[src/hdl/thumb_isa_pkg.sv]
package thumb_isa_pkg;

    // direction bit shared by single and multiple load/store forms
    localparam int L_BIT = 11;

    // base register field of STM/LDM
    localparam int BASE_LSB = 8;
    localparam int BASE_W = 3;

    // sub-opcode field positions inside the instruction
    localparam int SHIFT_OP_LSB = 11;
    localparam int IMM8_OP_LSB = 11;
    localparam int ADDSUB_IMM_BIT = 10;
    localparam int ADDSUB_SUB_BIT = 9;
    localparam int DP_SEL_BIT = 10;
    localparam int DP_OP_LSB = 6;

    typedef struct packed {
        logic [4:0]  op;
        logic [10:0] body;
    } instr_t;

    // each value is the lowest encoding of its group
    typedef enum logic [4:0] {
        OP_SHIFT_IMM = 5'b00000,
        OP_ADD_SUB   = 5'b00011,
        OP_IMM8      = 5'b00100,
        OP_DATA_PROC = 5'b01000,
        OP_LS_REG    = 5'b01010,
        OP_LS_IMM    = 5'b01100,
        OP_STM       = 5'b11000,
        OP_LDM       = 5'b11001,
        OP_UNKNOWN   = 5'b11111
    } major_op_e;

    typedef enum logic [1:0] {SH_LSL, SH_LSR, SH_ASR} shift_op_e;

    typedef enum logic [1:0] {IMM8_MOV, IMM8_CMP, IMM8_ADD, IMM8_SUB} imm8_op_e;

    typedef enum logic [3:0] {
        DP_AND, DP_EOR, DP_LSL, DP_LSR, DP_ASR, DP_ADC, DP_SBC, DP_ROR,
        DP_TST, DP_RSB, DP_CMP, DP_CMN, DP_ORR, DP_MUL, DP_BIC, DP_MVN
    } dp_op_e;

    // 00011 must be matched before the wider 000xx shift pattern
    function automatic major_op_e decode_major(input instr_t instr);
        major_op_e major;
        casez (instr.op)
            5'b00011: major = OP_ADD_SUB;
            5'b000??: major = OP_SHIFT_IMM;
            5'b001??: major = OP_IMM8;
            5'b01000: major = instr[DP_SEL_BIT] ? OP_UNKNOWN : OP_DATA_PROC;
            5'b0101?: major = OP_LS_REG;
            5'b011??: major = OP_LS_IMM;
            5'b11000: major = OP_STM;
            5'b11001: major = OP_LDM;
            default:  major = OP_UNKNOWN;
        endcase
        return major;
    endfunction

endpackage

[src/hdl/ctrl_sig_pkg.sv]
package ctrl_sig_pkg;

    localparam int WORD_W = 32;
    localparam int REG_ADDR_W = 4;

    typedef enum logic [3:0] {
        ALU_ADD, ALU_SUB, ALU_ADC, ALU_SBC,
        ALU_AND, ALU_OR, ALU_XOR, ALU_BIC, ALU_NOT,
        ALU_LSL, ALU_LSR, ALU_ASR, ALU_ROR, ALU_MUL
    } alu_op_e;

    typedef enum logic {A_FROM_REG, A_FROM_ZERO} src_a_e;

    // offset comes from the multi-register transfer counter
    typedef enum logic [1:0] {B_FROM_REG, B_FROM_IMM, B_FROM_OFFSET} src_b_e;

    typedef enum logic {WB_FROM_ALU, WB_FROM_MEM} wb_src_e;

    typedef struct packed {
        logic    valid;
        logic    update_flags;
        logic    reg_write;
        logic    mem_read;
        logic    mem_write;
        wb_src_e wb_src;
        src_a_e  src_a;
        src_b_e  src_b;
        alu_op_e alu_op;
    } ctrl_t;

    typedef struct packed {
        logic                  stall;
        // register port 2 address is taken from reg_addr
        logic                  read_addr_override;
        // destination address is taken from reg_addr
        logic                  dest_addr_override;
        logic [REG_ADDR_W-1:0] reg_addr;
        logic [WORD_W-1:0]     offset;
    } xfer_t;

    typedef enum logic {SEQ_IDLE, SEQ_XFER} seq_state_e;

    // a bubble, nothing is enabled
    localparam ctrl_t CTRL_NOP = '{
        valid:        1'b0,
        update_flags: 1'b0,
        reg_write:    1'b0,
        mem_read:     1'b0,
        mem_write:    1'b0,
        wb_src:       WB_FROM_ALU,
        src_a:        A_FROM_REG,
        src_b:        B_FROM_REG,
        alu_op:       ALU_ADD
    };

    localparam xfer_t XFER_NONE = '{default: '0};

endpackage

[src/hdl/single_cycle_decoder.sv]
module single_cycle_decoder (
    input  thumb_isa_pkg::instr_t instruction_i,
    output ctrl_sig_pkg::ctrl_t   dec_ctrl_o
);
    import thumb_isa_pkg::*;
    import ctrl_sig_pkg::*;

    major_op_e major;
    shift_op_e shift_op;
    imm8_op_e  imm8_op;
    dp_op_e    dp_op;

    assign major = decode_major(instruction_i);
    assign shift_op = shift_op_e'(instruction_i[SHIFT_OP_LSB +: 2]);
    assign imm8_op = imm8_op_e'(instruction_i[IMM8_OP_LSB +: 2]);
    assign dp_op = dp_op_e'(instruction_i[DP_OP_LSB +: 4]);

    always_comb begin
        dec_ctrl_o = CTRL_NOP;
        // unknown encodings leave valid low
        dec_ctrl_o.valid = (major != OP_UNKNOWN);

        case (major)
            OP_SHIFT_IMM: begin
                dec_ctrl_o.update_flags = 1'b1;
                dec_ctrl_o.reg_write = 1'b1;
                dec_ctrl_o.src_b = B_FROM_IMM;
                case (shift_op)
                    SH_LSL:  dec_ctrl_o.alu_op = ALU_LSL;
                    SH_LSR:  dec_ctrl_o.alu_op = ALU_LSR;
                    SH_ASR:  dec_ctrl_o.alu_op = ALU_ASR;
                    default: dec_ctrl_o.alu_op = ALU_ADD;
                endcase
            end
            OP_ADD_SUB: begin
                dec_ctrl_o.update_flags = 1'b1;
                dec_ctrl_o.reg_write = 1'b1;
                dec_ctrl_o.alu_op = instruction_i[ADDSUB_SUB_BIT] ? ALU_SUB : ALU_ADD;
                dec_ctrl_o.src_b = instruction_i[ADDSUB_IMM_BIT] ? B_FROM_IMM : B_FROM_REG;
            end
            OP_IMM8: begin
                dec_ctrl_o.update_flags = 1'b1;
                dec_ctrl_o.reg_write = 1'b1;
                dec_ctrl_o.src_b = B_FROM_IMM;
                case (imm8_op)
                    // move is computed as zero plus the immediate
                    IMM8_MOV: dec_ctrl_o.src_a = A_FROM_ZERO;
                    IMM8_CMP: begin
                        dec_ctrl_o.alu_op = ALU_SUB;
                        dec_ctrl_o.reg_write = 1'b0;
                    end
                    IMM8_SUB: dec_ctrl_o.alu_op = ALU_SUB;
                    default:  dec_ctrl_o.alu_op = ALU_ADD;
                endcase
            end
            OP_DATA_PROC: begin
                dec_ctrl_o.update_flags = 1'b1;
                dec_ctrl_o.reg_write = !(dp_op inside {DP_TST, DP_CMP, DP_CMN});
                case (dp_op)
                    DP_AND, DP_TST: dec_ctrl_o.alu_op = ALU_AND;
                    DP_EOR:         dec_ctrl_o.alu_op = ALU_XOR;
                    DP_LSL:         dec_ctrl_o.alu_op = ALU_LSL;
                    DP_LSR:         dec_ctrl_o.alu_op = ALU_LSR;
                    DP_ASR:         dec_ctrl_o.alu_op = ALU_ASR;
                    DP_ADC:         dec_ctrl_o.alu_op = ALU_ADC;
                    DP_SBC:         dec_ctrl_o.alu_op = ALU_SBC;
                    DP_ROR:         dec_ctrl_o.alu_op = ALU_ROR;
                    DP_CMP:         dec_ctrl_o.alu_op = ALU_SUB;
                    DP_CMN:         dec_ctrl_o.alu_op = ALU_ADD;
                    DP_ORR:         dec_ctrl_o.alu_op = ALU_OR;
                    DP_MUL:         dec_ctrl_o.alu_op = ALU_MUL;
                    DP_BIC:         dec_ctrl_o.alu_op = ALU_BIC;
                    DP_MVN:         dec_ctrl_o.alu_op = ALU_NOT;
                    // negate, zero minus the register
                    default: begin
                        dec_ctrl_o.alu_op = ALU_SUB;
                        dec_ctrl_o.src_a = A_FROM_ZERO;
                    end
                endcase
            end
            OP_LS_REG, OP_LS_IMM: begin
                dec_ctrl_o.wb_src = WB_FROM_MEM;
                if (major == OP_LS_IMM) begin
                    dec_ctrl_o.src_b = B_FROM_IMM;
                end
                dec_ctrl_o.mem_read = instruction_i[L_BIT];
                dec_ctrl_o.reg_write = instruction_i[L_BIT];
                dec_ctrl_o.mem_write = !instruction_i[L_BIT];
            end
            // STM and LDM are shaped by the sequencer
            default: ;
        endcase
    end

endmodule

[src/hdl/reg_list_scanner.sv]
module reg_list_scanner #(
    parameter int LIST_W = 8
) (
    input  logic                                clk_i,
    input  logic                                reset_i,
    input  thumb_isa_pkg::instr_t               instruction_i,
    input  logic                                advance_i,
    input  logic                                clear_i,
    output logic [ctrl_sig_pkg::REG_ADDR_W-1:0] pick_addr_o,
    output logic                                pending_o,
    output logic                                base_hit_o
);
    import thumb_isa_pkg::*;
    import ctrl_sig_pkg::*;

    // a set bit marks a register that has not been transferred yet
    logic [LIST_W-1:0] mask_q;
    logic [LIST_W-1:0] live_list;
    logic              base_hit_q;
    logic              pick_is_base;

    assign live_list = instruction_i[LIST_W-1:0] & mask_q;
    assign pending_o = |live_list;
    assign base_hit_o = base_hit_q;
    assign pick_is_base = (pick_addr_o == REG_ADDR_W'(instruction_i[BASE_LSB +: BASE_W]));

    // loads walk the list from the top, stores from the bottom
    always_comb begin
        pick_addr_o = '0;
        if (instruction_i[L_BIT]) begin
            for (int i = 0; i < LIST_W; i++) begin
                if (live_list[i]) begin
                    pick_addr_o = REG_ADDR_W'(i);
                end
            end
        end else begin
            for (int i = LIST_W - 1; i >= 0; i--) begin
                if (live_list[i]) begin
                    pick_addr_o = REG_ADDR_W'(i);
                end
            end
        end
    end

    always_ff @(posedge clk_i) begin
        if (reset_i || clear_i) begin
            mask_q <= '1;
            base_hit_q <= 1'b0;
        end else if (advance_i) begin
            mask_q <= mask_q & ~(LIST_W'(1) << pick_addr_o);
            // stays set until the writeback clears it
            if (pick_is_base) begin
                base_hit_q <= 1'b1;
            end
        end
    end

endmodule

[src/hdl/transfer_offset_gen.sv]
module transfer_offset_gen #(
    parameter int LIST_W = 8
) (
    input  logic                            clk_i,
    input  logic                            reset_i,
    input  thumb_isa_pkg::instr_t           instruction_i,
    input  logic                            advance_i,
    input  logic                            clear_i,
    input  logic                            wb_phase_i,
    output logic [ctrl_sig_pkg::WORD_W-1:0] offset_o
);
    import thumb_isa_pkg::*;
    import ctrl_sig_pkg::*;

    localparam int CNT_W = $clog2(LIST_W + 1);

    logic [CNT_W-1:0] xfer_cnt_q;
    logic [CNT_W-1:0] list_cnt;
    logic [CNT_W-1:0] step;

    always_comb begin
        list_cnt = '0;
        for (int i = 0; i < LIST_W; i++) begin
            list_cnt = list_cnt + CNT_W'(instruction_i[i]);
        end
    end

    // loads fill from the highest word down, so their step counts backwards
    always_comb begin
        if (wb_phase_i) begin
            step = list_cnt;
        end else if (instruction_i[L_BIT]) begin
            step = list_cnt - CNT_W'(1) - xfer_cnt_q;
        end else begin
            step = xfer_cnt_q;
        end
    end

    assign offset_o = WORD_W'(step) << 2;

    always_ff @(posedge clk_i) begin
        if (reset_i || clear_i) begin
            xfer_cnt_q <= '0;
        end else if (advance_i) begin
            xfer_cnt_q <= xfer_cnt_q + CNT_W'(1);
        end
    end

endmodule

[src/hdl/ldm_stm_sequencer.sv]
module ldm_stm_sequencer (
    input  logic                                clk_i,
    input  logic                                reset_i,
    input  logic                                valid_i,
    input  thumb_isa_pkg::instr_t               instruction_i,
    input  ctrl_sig_pkg::ctrl_t                 dec_ctrl_i,
    input  logic [ctrl_sig_pkg::REG_ADDR_W-1:0] pick_addr_i,
    input  logic                                pending_i,
    input  logic                                base_hit_i,
    input  logic [ctrl_sig_pkg::WORD_W-1:0]     offset_i,
    output logic                                scan_advance_o,
    output logic                                scan_clear_o,
    output logic                                wb_phase_o,
    output ctrl_sig_pkg::ctrl_t                 ctrl_o,
    output ctrl_sig_pkg::xfer_t                 xfer_o
);
    import thumb_isa_pkg::*;
    import ctrl_sig_pkg::*;

    seq_state_e state_q;
    seq_state_e state_d;
    major_op_e  major;
    logic       is_multi;
    logic       is_load;
    logic       do_xfer;
    logic       do_wb;

    assign major = decode_major(instruction_i);
    assign is_multi = (major == OP_STM) || (major == OP_LDM);
    assign is_load = instruction_i[L_BIT];

    // the pipeline holds the instruction while stalled, so XFER trusts it is still STM/LDM
    always_comb begin
        state_d = state_q;
        do_xfer = 1'b0;
        do_wb = 1'b0;
        if (!valid_i) begin
            state_d = SEQ_IDLE;
        end else if (state_q == SEQ_IDLE) begin
            if (is_multi && pending_i) begin
                do_xfer = 1'b1;
                state_d = SEQ_XFER;
            end else if (is_multi) begin
                // empty list goes straight to the base update
                do_wb = 1'b1;
            end
        end else if (pending_i) begin
            do_xfer = 1'b1;
        end else begin
            do_wb = 1'b1;
            state_d = SEQ_IDLE;
        end
    end

    always_comb begin
        ctrl_o = CTRL_NOP;
        xfer_o = XFER_NONE;
        scan_advance_o = do_xfer;
        scan_clear_o = do_wb || !valid_i;
        wb_phase_o = do_wb;

        if (do_xfer) begin
            ctrl_o.valid = 1'b1;
            ctrl_o.src_b = B_FROM_OFFSET;
            xfer_o.stall = 1'b1;
            xfer_o.reg_addr = pick_addr_i;
            xfer_o.offset = offset_i;
            if (is_load) begin
                ctrl_o.mem_read = 1'b1;
                ctrl_o.reg_write = 1'b1;
                ctrl_o.wb_src = WB_FROM_MEM;
                xfer_o.dest_addr_override = 1'b1;
            end else begin
                ctrl_o.mem_write = 1'b1;
                xfer_o.read_addr_override = 1'b1;
            end
        end else if (do_wb) begin
            // base plus 4n, skipped when an LDM already loaded the base
            ctrl_o.valid = 1'b1;
            ctrl_o.reg_write = !(is_load && base_hit_i);
            ctrl_o.src_b = B_FROM_OFFSET;
            ctrl_o.alu_op = ALU_ADD;
            ctrl_o.wb_src = WB_FROM_ALU;
            xfer_o.dest_addr_override = 1'b1;
            xfer_o.reg_addr = REG_ADDR_W'(instruction_i[BASE_LSB +: BASE_W]);
            xfer_o.offset = offset_i;
        end else if (valid_i) begin
            ctrl_o = dec_ctrl_i;
        end
    end

    always_ff @(posedge clk_i) begin
        if (reset_i) begin
            state_q <= SEQ_IDLE;
        end else begin
            state_q <= state_d;
        end
    end

endmodule

[src/hdl/thumb_ctrl_top.sv]
module thumb_ctrl_top #(
    parameter int LIST_W = 8
) (
    input  logic                  clk_i,
    input  logic                  reset_i,
    input  logic                  valid_i,
    input  thumb_isa_pkg::instr_t instruction_i,
    output ctrl_sig_pkg::ctrl_t   ctrl_o,
    output ctrl_sig_pkg::xfer_t   xfer_o
);
    import ctrl_sig_pkg::*;

    ctrl_t                 dec_ctrl;
    logic                  scan_advance;
    logic                  scan_clear;
    logic                  wb_phase;
    logic [REG_ADDR_W-1:0] pick_addr;
    logic                  pending;
    logic                  base_hit;
    logic [WORD_W-1:0]     offset;

    single_cycle_decoder u_decoder (
        .instruction_i (instruction_i),
        .dec_ctrl_o    (dec_ctrl)
    );

    reg_list_scanner #(
        .LIST_W (LIST_W)
    ) u_scanner (
        .clk_i         (clk_i),
        .reset_i       (reset_i),
        .instruction_i (instruction_i),
        .advance_i     (scan_advance),
        .clear_i       (scan_clear),
        .pick_addr_o   (pick_addr),
        .pending_o     (pending),
        .base_hit_o    (base_hit)
    );

    transfer_offset_gen #(
        .LIST_W (LIST_W)
    ) u_offset_gen (
        .clk_i         (clk_i),
        .reset_i       (reset_i),
        .instruction_i (instruction_i),
        .advance_i     (scan_advance),
        .clear_i       (scan_clear),
        .wb_phase_i    (wb_phase),
        .offset_o      (offset)
    );

    ldm_stm_sequencer u_sequencer (
        .clk_i          (clk_i),
        .reset_i        (reset_i),
        .valid_i        (valid_i),
        .instruction_i  (instruction_i),
        .dec_ctrl_i     (dec_ctrl),
        .pick_addr_i    (pick_addr),
        .pending_i      (pending),
        .base_hit_i     (base_hit),
        .offset_i       (offset),
        .scan_advance_o (scan_advance),
        .scan_clear_o   (scan_clear),
        .wb_phase_o     (wb_phase),
        .ctrl_o         (ctrl_o),
        .xfer_o         (xfer_o)
    );

endmodule

[config.mk]
export PLATFORM = sky130hd
export DESIGN_NAME = thumb_ctrl_top
export DESIGN_NICKNAME = d
export VERILOG_FILES = /design/src/hdl/thumb_isa_pkg.sv /design/src/hdl/ctrl_sig_pkg.sv /design/src/hdl/single_cycle_decoder.sv /design/src/hdl/reg_list_scanner.sv /design/src/hdl/transfer_offset_gen.sv /design/src/hdl/ldm_stm_sequencer.sv /design/src/hdl/thumb_ctrl_top.sv
export SDC_FILE = /design/constraint.sdc
export NUM_CORES = 1
export LEC_CHECK = 0
export ABC_AREA = 1
export ABC_CLOCK_PERIOD_IN_PS = 11110
export BUFFER_PORTS_ARGS = -buffer_cell sky130_fd_sc_hd__clkbuf_2
export CAP_MARGIN = 20
export CORE_ASPECT_RATIO = 0.75
export CORE_MARGIN = 2
export CORE_UTILIZATION = 30
export CTS_BUF_LIST = sky130_fd_sc_hd__clkbuf_16
export DETAILED_ROUTE_END_ITERATION = 12
export GPL_TIMING_DRIVEN = 0
export SETUP_SLACK_MARGIN = 0.4
export SLEW_MARGIN = 20
export SYNTH_ARGS = -nofsm -noshare
export SYNTH_HDL_FRONTEND = slang
export SYNTH_SLANG_ARGS = --single-unit
[constraint.sdc]
create_clock -name clk_i -period 11.11 [get_ports clk_i]
set_clock_uncertainty 0.1 [all_clocks]
set_input_delay 0.5555 -clock clk_i [delete_from_list [all_inputs] [get_ports clk_i]]
set_output_delay 0.5555 -clock clk_i [all_outputs]
set_load 0.01 [all_outputs]
# Yosys cells after proc, flatten, opt, wreduce, memory -nomap -nowiden
# Cells that the tools add are included.
[op_classes] n_addsub=10 n_mul=0 n_div=0 n_lt_le_gt_ge=0 n_eq_ne=33 shift=1 muxes=65 bitwise=3 reduce_logical=23
[ops] operator="37-bit two-way mux" count=2
[ops] operator="4-bit case mux with 13 select lines" count=1
[ops] operator="3-bit two-way mux" count=13
[ops] operator="5-bit case mux with 7 select lines" count=1
[ops] operator="4-bit == test, second input constant" count=7
[ops] operator="1-bit two-way mux" count=28
[ops] operator="4-bit by 1-bit adder with 4-bit output" count=6
[ops] operator="4-bit by 3-bit == test with 1-bit output, second input constant" count=5
[ops] operator="5-bit by 4-bit == test with 1-bit output, second input constant" count=4
[ops] operator="5-bit == test, second input constant" count=4
[ops] operator="4-bit two-way mux" count=5
[ops] operator="8-bit bitwise AND" count=2
[ops] operator="4-bit case mux with 4 select lines" count=1
[ops] operator="15-bit OR reduction" count=1
[ops] operator="13-bit two-way mux" count=1
[ops] operator="2-bit two-way mux" count=6
[ops] operator="4-bit case mux with 3 select lines" count=1
[ops] operator="5-bit by 2-bit == test with 1-bit output, second input constant" count=2
[ops] operator="5-bit two-way mux" count=2
[ops] operator="2-bit OR reduction" count=5
[ops] operator="4-bit by 2-bit == test with 1-bit output, second input constant" count=2
[ops] operator="8-bit inverter" count=1
[ops] operator="8-bit OR reduction" count=1
[ops] operator="1-bit by 4-bit << shifter with 8-bit output, first input constant" count=1
[ops] operator="other kinds (26)" count=33
[totals] regBits=14 latch_bits=0 ram_bits=0 mem_bits_ro=0 inputBits=19 out_inout_bits=52 word_cells=139 n_memories=0

# Logic depth before layout (Yosys ltp)
# Gate-level depths: netlist of run 1.
[logic_depth] ltp_word=13 depth_mapped=17 depth_no_buf=17

# Hierarchy
# A second synthesis of run 1 with hierarchy kept.
[hier_totals] cells_unflattened=428 hier_area_um2=2513.7
[modules_own_cells] module="transfer_offset_gen" instances=1 cells_each=108 area_each_um2=772.0 seq_area_each_um2=80.1
[modules_own_cells] module="reg_list_scanner" instances=1 cells_each=96 area_each_um2=610.6 seq_area_each_um2=180.2
[modules_own_cells] module="ldm_stm_sequencer" instances=1 cells_each=130 area_each_um2=604.3 seq_area_each_um2=20.0
[modules_own_cells] module="single_cycle_decoder" instances=1 cells_each=94 area_each_um2=526.8 seq_area_each_um2=0.0

# Least setup slack after synthesis of run 1
# No wires, ideal clock.
[synth_path] path_type="input to output" start="in instruction_i[0] (netlist name)" end="out xfer_o[5] (netlist name)" arrival_time_ns=3.783 t_required_ns=10.455 setup_slack_ns=6.672 path_stages=16 path_buffers=0 cell_sequence="ha_1 > inv_1 > fa_1 > fa_1 > fa_1 > fa_1 > xnor2_1 > ha_1 > nand2_1 > nor2_1 > a211oi_1 > a21oi_1 > o21ai_0 > xor2_1 > nand2_1 > nand2_1"
[synth_rtl] element="from (decl)" line_no="thumb_ctrl_top.sv:7" text="input thumb_isa_pkg::instr_t instruction_i,"
[synth_rtl] element="to (decl)" line_no="thumb_ctrl_top.sv:9" text="output ctrl_sig_pkg::xfer_t xfer_o"

==> results of run 1 <==
-- critical path, cell delays in order --
cell and delay, ns:
clkbuf_2 0.10, ha_1 0.27, inv_1 0.05, fa_1 0.49, fa_1 0.42, fa_1 0.41
fa_1 0.39, xnor2_1 0.25, ha_1 0.31, nand2_1 0.08, nor2_1 0.04, a211oi_1 0.29
a21oi_1 0.10, o21ai_0 0.11, xor2_1 0.16, nand2_1 0.06, nand2_1 0.06, clkbuf_2 0.12
-- report_power, final --
| group | switching, mW | leakage [nW] | internal, mW |
|---|---|---|---|
| clock | 0.0222 | 0.0385 | 0.0477 |
| combinational | 0.0537 | 1.21 | 0.0355 |
| sequential | 0.000310 | 0.113 | 0.0507 |
-- final timing paths --
check | end | start | cells after the start | slack (ns)
worst max-delay path | xfer_o[5] | instruction_i[1] | 18 | 6.19
worst min-delay path | u_scanner.mask_q[3] | u_scanner.mask_q[3] | 2 | 0.35
worst max register to register | u_offset_gen.xfer_cnt_q[1] | u_scanner.mask_q[4] | 10 | 9.37
worst min register to register | u_scanner.mask_q[3] | u_scanner.mask_q[3] | 2 | 0.35
-- per-layer routing --
layer / track usage [%] / share of wire (%) / wire (um)
met2: 22.3 / 42 / 2140
met4: 1.54 / 0.73 / 37
met3: 2.82 / 4.8 / 244
met5: 0 / 0 / 0
met1: 19.9 / 52 / 2620
-- registers in the layout, indices dropped and copies added (netlist names) --
register	flops
u_offset_gen.xfer_cnt_q	4
u_scanner.base_hit_o	1
u_scanner.mask_q	8
u_sequencer.state_q	1
-- cells by family (layout without fill, tap and decap cells) --
family | count (synthesis) | count (layout)
DFF | 14 | 14
AOI/OAI and AO/OA | 49 | 49
buffers and inverters | 84 | 127
xor gates and xnor gates | 3 | 3
and+or+nand+nor | 150 | 150
adders and majority gates | 17 | 17
other | 1 | 29
-- layout by cell type, fill, tap and decap left out --
master / instances
fa_1: 5
nand3_1: 15
buf_4: 30
nor2_8: 1
xor2_1: 2
or2_1: 1
dfxtp_1: 14
conb_1: 29
clkinv_1: 1
a22oi_1: 2
clkbuf_2: 39
ha_1: 12
nor2_1: 29
a21oi_2: 3
xnor2_1: 1
o22ai_1: 2
nand2_4: 1
nand2_1: 85
buf_2: 3
nand4_1: 4
a211oi_1: 1
nor2_2: 4
o31ai_1: 1
o21ai_2: 3
nand3b_1: 2
o221ai_1: 1
nand2_2: 2
inv_2: 5
o211ai_1: 3
buf_6: 1
clkbuf_16: 3
a21oi_1: 10
o2111ai_1: 1
a21boi_0: 1
nor3_2: 1
o21ai_0: 21
inv_1: 45
nand3_2: 2
nor3_1: 2
nor2_4: 1
-- metrics by stage --
stage               setup WS [ns]  utilization (%)
floorplan                    6.67                -
global placement             6.20             37.5
detailed placement           6.18             37.5
CTS                          6.19             38.7
global route                 5.98             38.7
finish                       6.19             38.7
-- cell type report --
cell class	instances	area [um^2]
fill	713	3870
multi-input combinational	248	1350
inverter	50	188
tap	81	101
clock buffer	3	75.1
clock inverter	1	3.75
sequential	14	280
timing repair buffer	39	195
buffer	34	251
==> key figures, run 1 <==
Power and ir drop
  – Final Power: 210 uW
  – Cell Pwr Density: 85.8 mW/mm^2
  – LEAKAGE: 1.37 nW
  – VDD IR max: 38.9 uV

Yosys
  – Cells after Synth: 318
  – Synth Area per Inst: 6.19 um^2
  – Synth Area in Compound Gates: 15.1%
  – Mapped Area: 0.00197 mm^2
  – FF+latch count, synth: 14
  – Most instantiated cells after synthesis: nand2_1 (85), inv_1 (45), buf_4 (30)
  – Post-synth cell types: 37
  – Main combinational cell family by area after synthesis: simple AND/OR/NAND/NOR gates
  – Most frequent cell after synthesis: nand2_1
  – Post-synth EDFFs: 0
  – Yosys warnings: 0
  – XOR/XNOR Fraction of Synth Area: 1.34%
  – Sequential cell area fraction in the yosys report: 14.2%
  – Main synth FF type: dfxtp_1
  – Largest area contributor in the netlist: nand2_1
  – Largest cells by area after synthesis: nand2_1 (16%), dfxtp_1 (14%), buf_4 (11%)
  – Adder-cell area share of the yosys netlist: 12.7%
  – Mux contribution to synthesized area: 0%
  – Post-synth ARST share: 0%
  – Simple-gate portion of the synthesized area: 34.0%
  – Yosys top cell area share: 16.2%

Floorplanning
  – Top-level port count: 71
  – Core area: 0.00632 mm^2
  – Die Y: 74.1 um
  – Die ar.: 0.00723 mm^2
  – Initial Util: 31.1%
  – # rows: 25
  – Die Wd: 97.5 um

Finish
  – Fin cells: 470
  – Ant. Diodes: 0
  – Final Cell Area: 0.00245 mm^2
  – Final-stage net count: 426
  – Share of layout cells above drive strength 1: 25.4%
  – Syn-to-layout area delta: 24.4%

Routing
  – Avg WL per Cell: 10.7 um
  – Total wire length: 5050 um
  – First-pass DRT Iterations: 4
  – Detailed-route vias per instance: 4.29
  – Initial DRC count: 82
  – Vias post-DR: 2016
  – Final antenna-violating net count: 0
  – Drt drc: 0

Place
  – Port bufs: 39
  – Final GP Congestion: 0.863
  – Number of instances in the placed design: 466
  – Placed instance area: 0.00237 mm^2
  – Post-DP HPWL: 4350 um

CTS
  – Max clock buf depth: 2
  – CTS buffer count: 3
  – Post-CTS Hold Buffers: 0
  – Htree depth: 1
  – Worst skew pair latency: 0.25 ns
  – Clk slew on worst S/H paths: 0.05 ns
  – CTS resizes: 0
  – Clk Tree Root Cell: clkbuf_16
  – Clk sinks: 14
  – CTS tree: yes
  – Setup bufs post-CTS: 0

Worst setup path
  – Crit-path max FO: 3
  – CP arrival: 4.26 ns
  – Worst setup SP type: primary input
  – Crit Path Category: primary input to output port
  – CP endpoint kind: output port
  – WP data required: 10.45 ns

STA
  – Pins Over Slew Limit: 0
  – Fmax: 203 MHz
  – Period utilization: 44.3%
  – Fin crit period: 4.92 ns
  – Endpoints failing setup: 0
  – Fin. Hold Viols: 0
  – Setup TNS: 0 ns
  – Hold Slack: 0.350 ns
  – RSZ-0062 raised after global routing: no

Global route
  – First-pass GRT wire length: 8200 um
  – Number of global-route vias before repair: 1819
  – Initial antenna violation count: 0
  – Gr ovfl total: 0
  – GRT Util Overall: 13.8%
  – Largest net degree at the start of global routing: 11

Run status
  – Status: complete, no violations

Run
  – Max-cap viol count: 0

Hold path
  – Hold Crit Class: flip-flop to flip-flop
No activity file was read; power rests on OpenSTA's default activity.
==> run 2: changes to the inputs <==
--- a/config.mk
+++ b/config.mk
@@ -6,7 +6,7 @@
 export NUM_CORES = 1
 export LEC_CHECK = 0
 export ABC_AREA = 1
-export ABC_CLOCK_PERIOD_IN_PS = 11110
+export ABC_CLOCK_PERIOD_IN_PS = 4500
 export BUFFER_PORTS_ARGS = -buffer_cell sky130_fd_sc_hd__clkbuf_2
 export CAP_MARGIN = 20
 export CORE_ASPECT_RATIO = 0.75
==> constraint.sdc (replaced) <==
create_clock -name clk_i -period 4.5 [get_ports clk_i]
set_clock_uncertainty 0.1 [all_clocks]
set_input_delay 0.225 -clock clk_i [delete_from_list [all_inputs] [get_ports clk_i]]
set_output_delay 0.225 -clock clk_i [all_outputs]
set_load 0.01 [all_outputs]
==> key figures, run 2 (synthesis gave the netlist of run 1 again) <==
Hold path
  – Min-Delay Path Depth: 2 (unchanged)
  – Min-Delay Endpoint: u_sequencer.state_q
  – Hold Crit Class: primary input to flip-flop
  – Worst hold start: reset_i

Worst setup path
  – CP peak stage delay: 0.57 ns (+0.08 ns)
  – R2r setup slk: 2.76 ns (-6.61 ns)
  – Crit-path max FO: 2 (-1)
  – Worst setup SP type: primary input
  – Max stage delay cell, worst path: fa_2
  – WP data required: 4.18 ns (-6.27 ns)
  – CP arrival: 3.74 ns (-0.52 ns)
  – R2R depth: 10 (unchanged)
  – Most frequent CP cell: nand2_1
  – Worst path cell trace: clkbuf_2 > ha_1 > inv_1 > fa_1 > fa_1 > fa_2 > fa_2 > inv_1 > ha_1 > nand2_1 > nor2_1 > a211oi_2 > a21oi_1 > o21ai_0 > xor2_1 > nand2_1 > nand2_1 > clkbuf_2
  – Worst R2R End: u_offset_gen.xfer_cnt_q[1]
  – Worst R2R Start: u_scanner.mask_q[4]
  – Crit Path Category: primary input to output port
  – CP endpoint kind: output port

STA
  – Endpoints failing setup: 0 (unchanged)
  – Setup TNS: 0 ns (unchanged)
  – Fmax: 246 MHz
  – Period utilization: 90.4%
  – Hold Slack: 0.0575 ns (-0.293 ns)
  – Pins Over Slew Limit: 0 (unchanged)
  – Fin crit period: 4.07 ns
  – RSZ-0062 raised after global routing: yes
  – Fin. Hold Viols: 0 (unchanged)

Floorplanning
  – Core area: 0.00632 mm^2 (unchanged)
  – Die Y: 74.1 um (unchanged)
  – Die ar.: 0.00723 mm^2 (unchanged)
  – Top-level port count: 71 (unchanged)
  – # rows: 25 (unchanged)
  – Die Wd: 97.5 um (unchanged)
  – Initial Util: 31.1% (unchanged)

Routing
  – Total wire length: 5050 um (about the same)
  – Initial DRC count: 109 (+33%)
  – Drt drc: 0 (unchanged)
  – First-pass DRT Iterations: 4 (unchanged)
  – Vias post-DR: 2026 (+0.50%)
  – Avg WL per Cell: 10.7 um (about the same)
  – Detailed-route vias per instance: 4.31 (+0.50%)
  – Final antenna-violating net count: 0 (unchanged)

Run
  – Max-cap viol count: 0 (unchanged)

Finish
  – Fill cells: 714 (+0.14%)
  – Ant. Diodes: 0 (unchanged)
  – Syn-to-layout area delta: 25.3%
  – Most frequent cells in the layout: nand2_1 (85), inv_1 (45), clkbuf_2 (39)
  – Final-stage net count: 426 (unchanged)
  – Max reg flops: 8 (unchanged)
  – Most flop-heavy register: u_scanner.mask_q
  – Top flop regs: u_scanner.mask_q x8, u_offset_gen.xfer_cnt_q x4
  – Final Cell Area: 0.00246 mm^2 (+0.72%)
  – Commonest non-fill, non-tap cell in the layout: nand2_1
  – Share of layout cells above drive strength 1: 26.5% (+1.0 points)

Place
  – Post-DP HPWL: 4350 um (unchanged)
  – Placed instance area: 0.00237 mm^2 (unchanged)
  – Final GP Congestion: 0.863 (unchanged)
  – Port bufs: 39 (unchanged)

Global route
  – GRT Util Overall: 13.8% (unchanged)
  – Gr ovfl total: 0 (unchanged)
  – Number of global-route vias before repair: 1823 (+0.22%)
  – Largest net degree at the start of global routing: 11 (unchanged)
  – Initial antenna violation count: 0 (unchanged)
  – First-pass GRT wire length: 8210 um (about the same)

CTS
  – Post-CTS Hold Buffers: 0 (unchanged)
  – Clk sinks: 14 (unchanged)
  – Worst skew pair latency: 0.25 ns (about the same)
  – Clk Tree Root Cell: clkbuf_16
  – Clk slew on worst S/H paths: 0.05 ns (about the same)
  – Htree depth: 1 (unchanged)
  – CTS buffer count: 3 (unchanged)
  – Max clock buf depth: 2 (unchanged)
  – Setup bufs post-CTS: 0 (unchanged)
  – CTS tree: yes

Power and ir drop
  – VDD IR max: 96.1 uV (+150%)
  – Cell Pwr Density: 215 mW/mm^2 (+150%)
  – Final Power: 529 uW (+150%)
  – LEAKAGE: 1.37 nW (+0.34%)

Run status
  – Status: complete, no violations
run 2: metal layers:
layer	share of wire [%]	track usage (%)
met2	43	22.4
met3	5.1	2.82
met5	0	0
met1	51	19.9
met4	0.71	1.54
run 2: metrics by stage:
| stage | instances | util [%] | worst slack (ns) |
|---|---|---|---|
| floorplan | 346 | - | 0.723 |
| global placement | 466 | 37.5 | 0.255 |
| detailed placement | 466 | 37.5 | 0.229 |
| CTS | 470 | 39.0 | 0.408 |
| global route | 470 | 39.0 | 0.267 |
| finish | 470 | 39.0 | 0.434 |
run 2: report_power, final:
group / switching (mW) / total, mW / internal [mW]
registers: 0.000765 / 0.126 / 0.125
clock network: 0.0548 / 0.173 / 0.118
logic: 0.136 / 0.231 / 0.0943
run 2: area by class of cell:
type | instances | area, um^2 | share of cell area [%]
Buffer | 34 | 251 | 10.2
Multi-Input combinational cell | 248 | 1370 | 55.6
Sequential cell | 14 | 280 | 11.4
Timing Repair Buffer | 39 | 195 | 7.92
Tap cell | 81 | 101 | 4.11
Clock buffer | 3 | 75.1 | 3.05
Clock inverter | 1 | 3.75 | 0.152
Inverter | 50 | 188 | 7.61
run 2: worst max-delay path, delay by kind of cell:
| family | cells | cell delay [ns] |
|---|---|---|
| adders and majority gates | 6 | 2.41 |
| xor gates and xnor gates | 1 | 0.16 |
| and+or+nand+nor | 4 | 0.23 |
| AOI/OAI and AO/OA | 3 | 0.38 |
| buffers and inverters | 4 | 0.34 |
run 2: worst max-delay path by stage:
stage	startpoint	end	slack, ns	cells after the start
global placement	instruction_i[0]	xfer_o[5]	0.26	18
floorplan	instruction_i[0]	xfer_o[5]	0.72	16
CTS	instruction_i[1]	xfer_o[5]	0.41	18
detailed placement	instruction_i[1]	xfer_o[5]	0.23	18
global route	instruction_i[1]	xfer_o[5]	0.27	18
finish	instruction_i[1]	xfer_o[5]	0.43	18
run 2: timing repair:
| action | 4_1_cts | 5_1_grt |
|---|---|---|
| gates resized for setup | 4 | 0 |
| pin swaps | 0 | 0 |
| setup endpoints to repair | 1 | 1 |
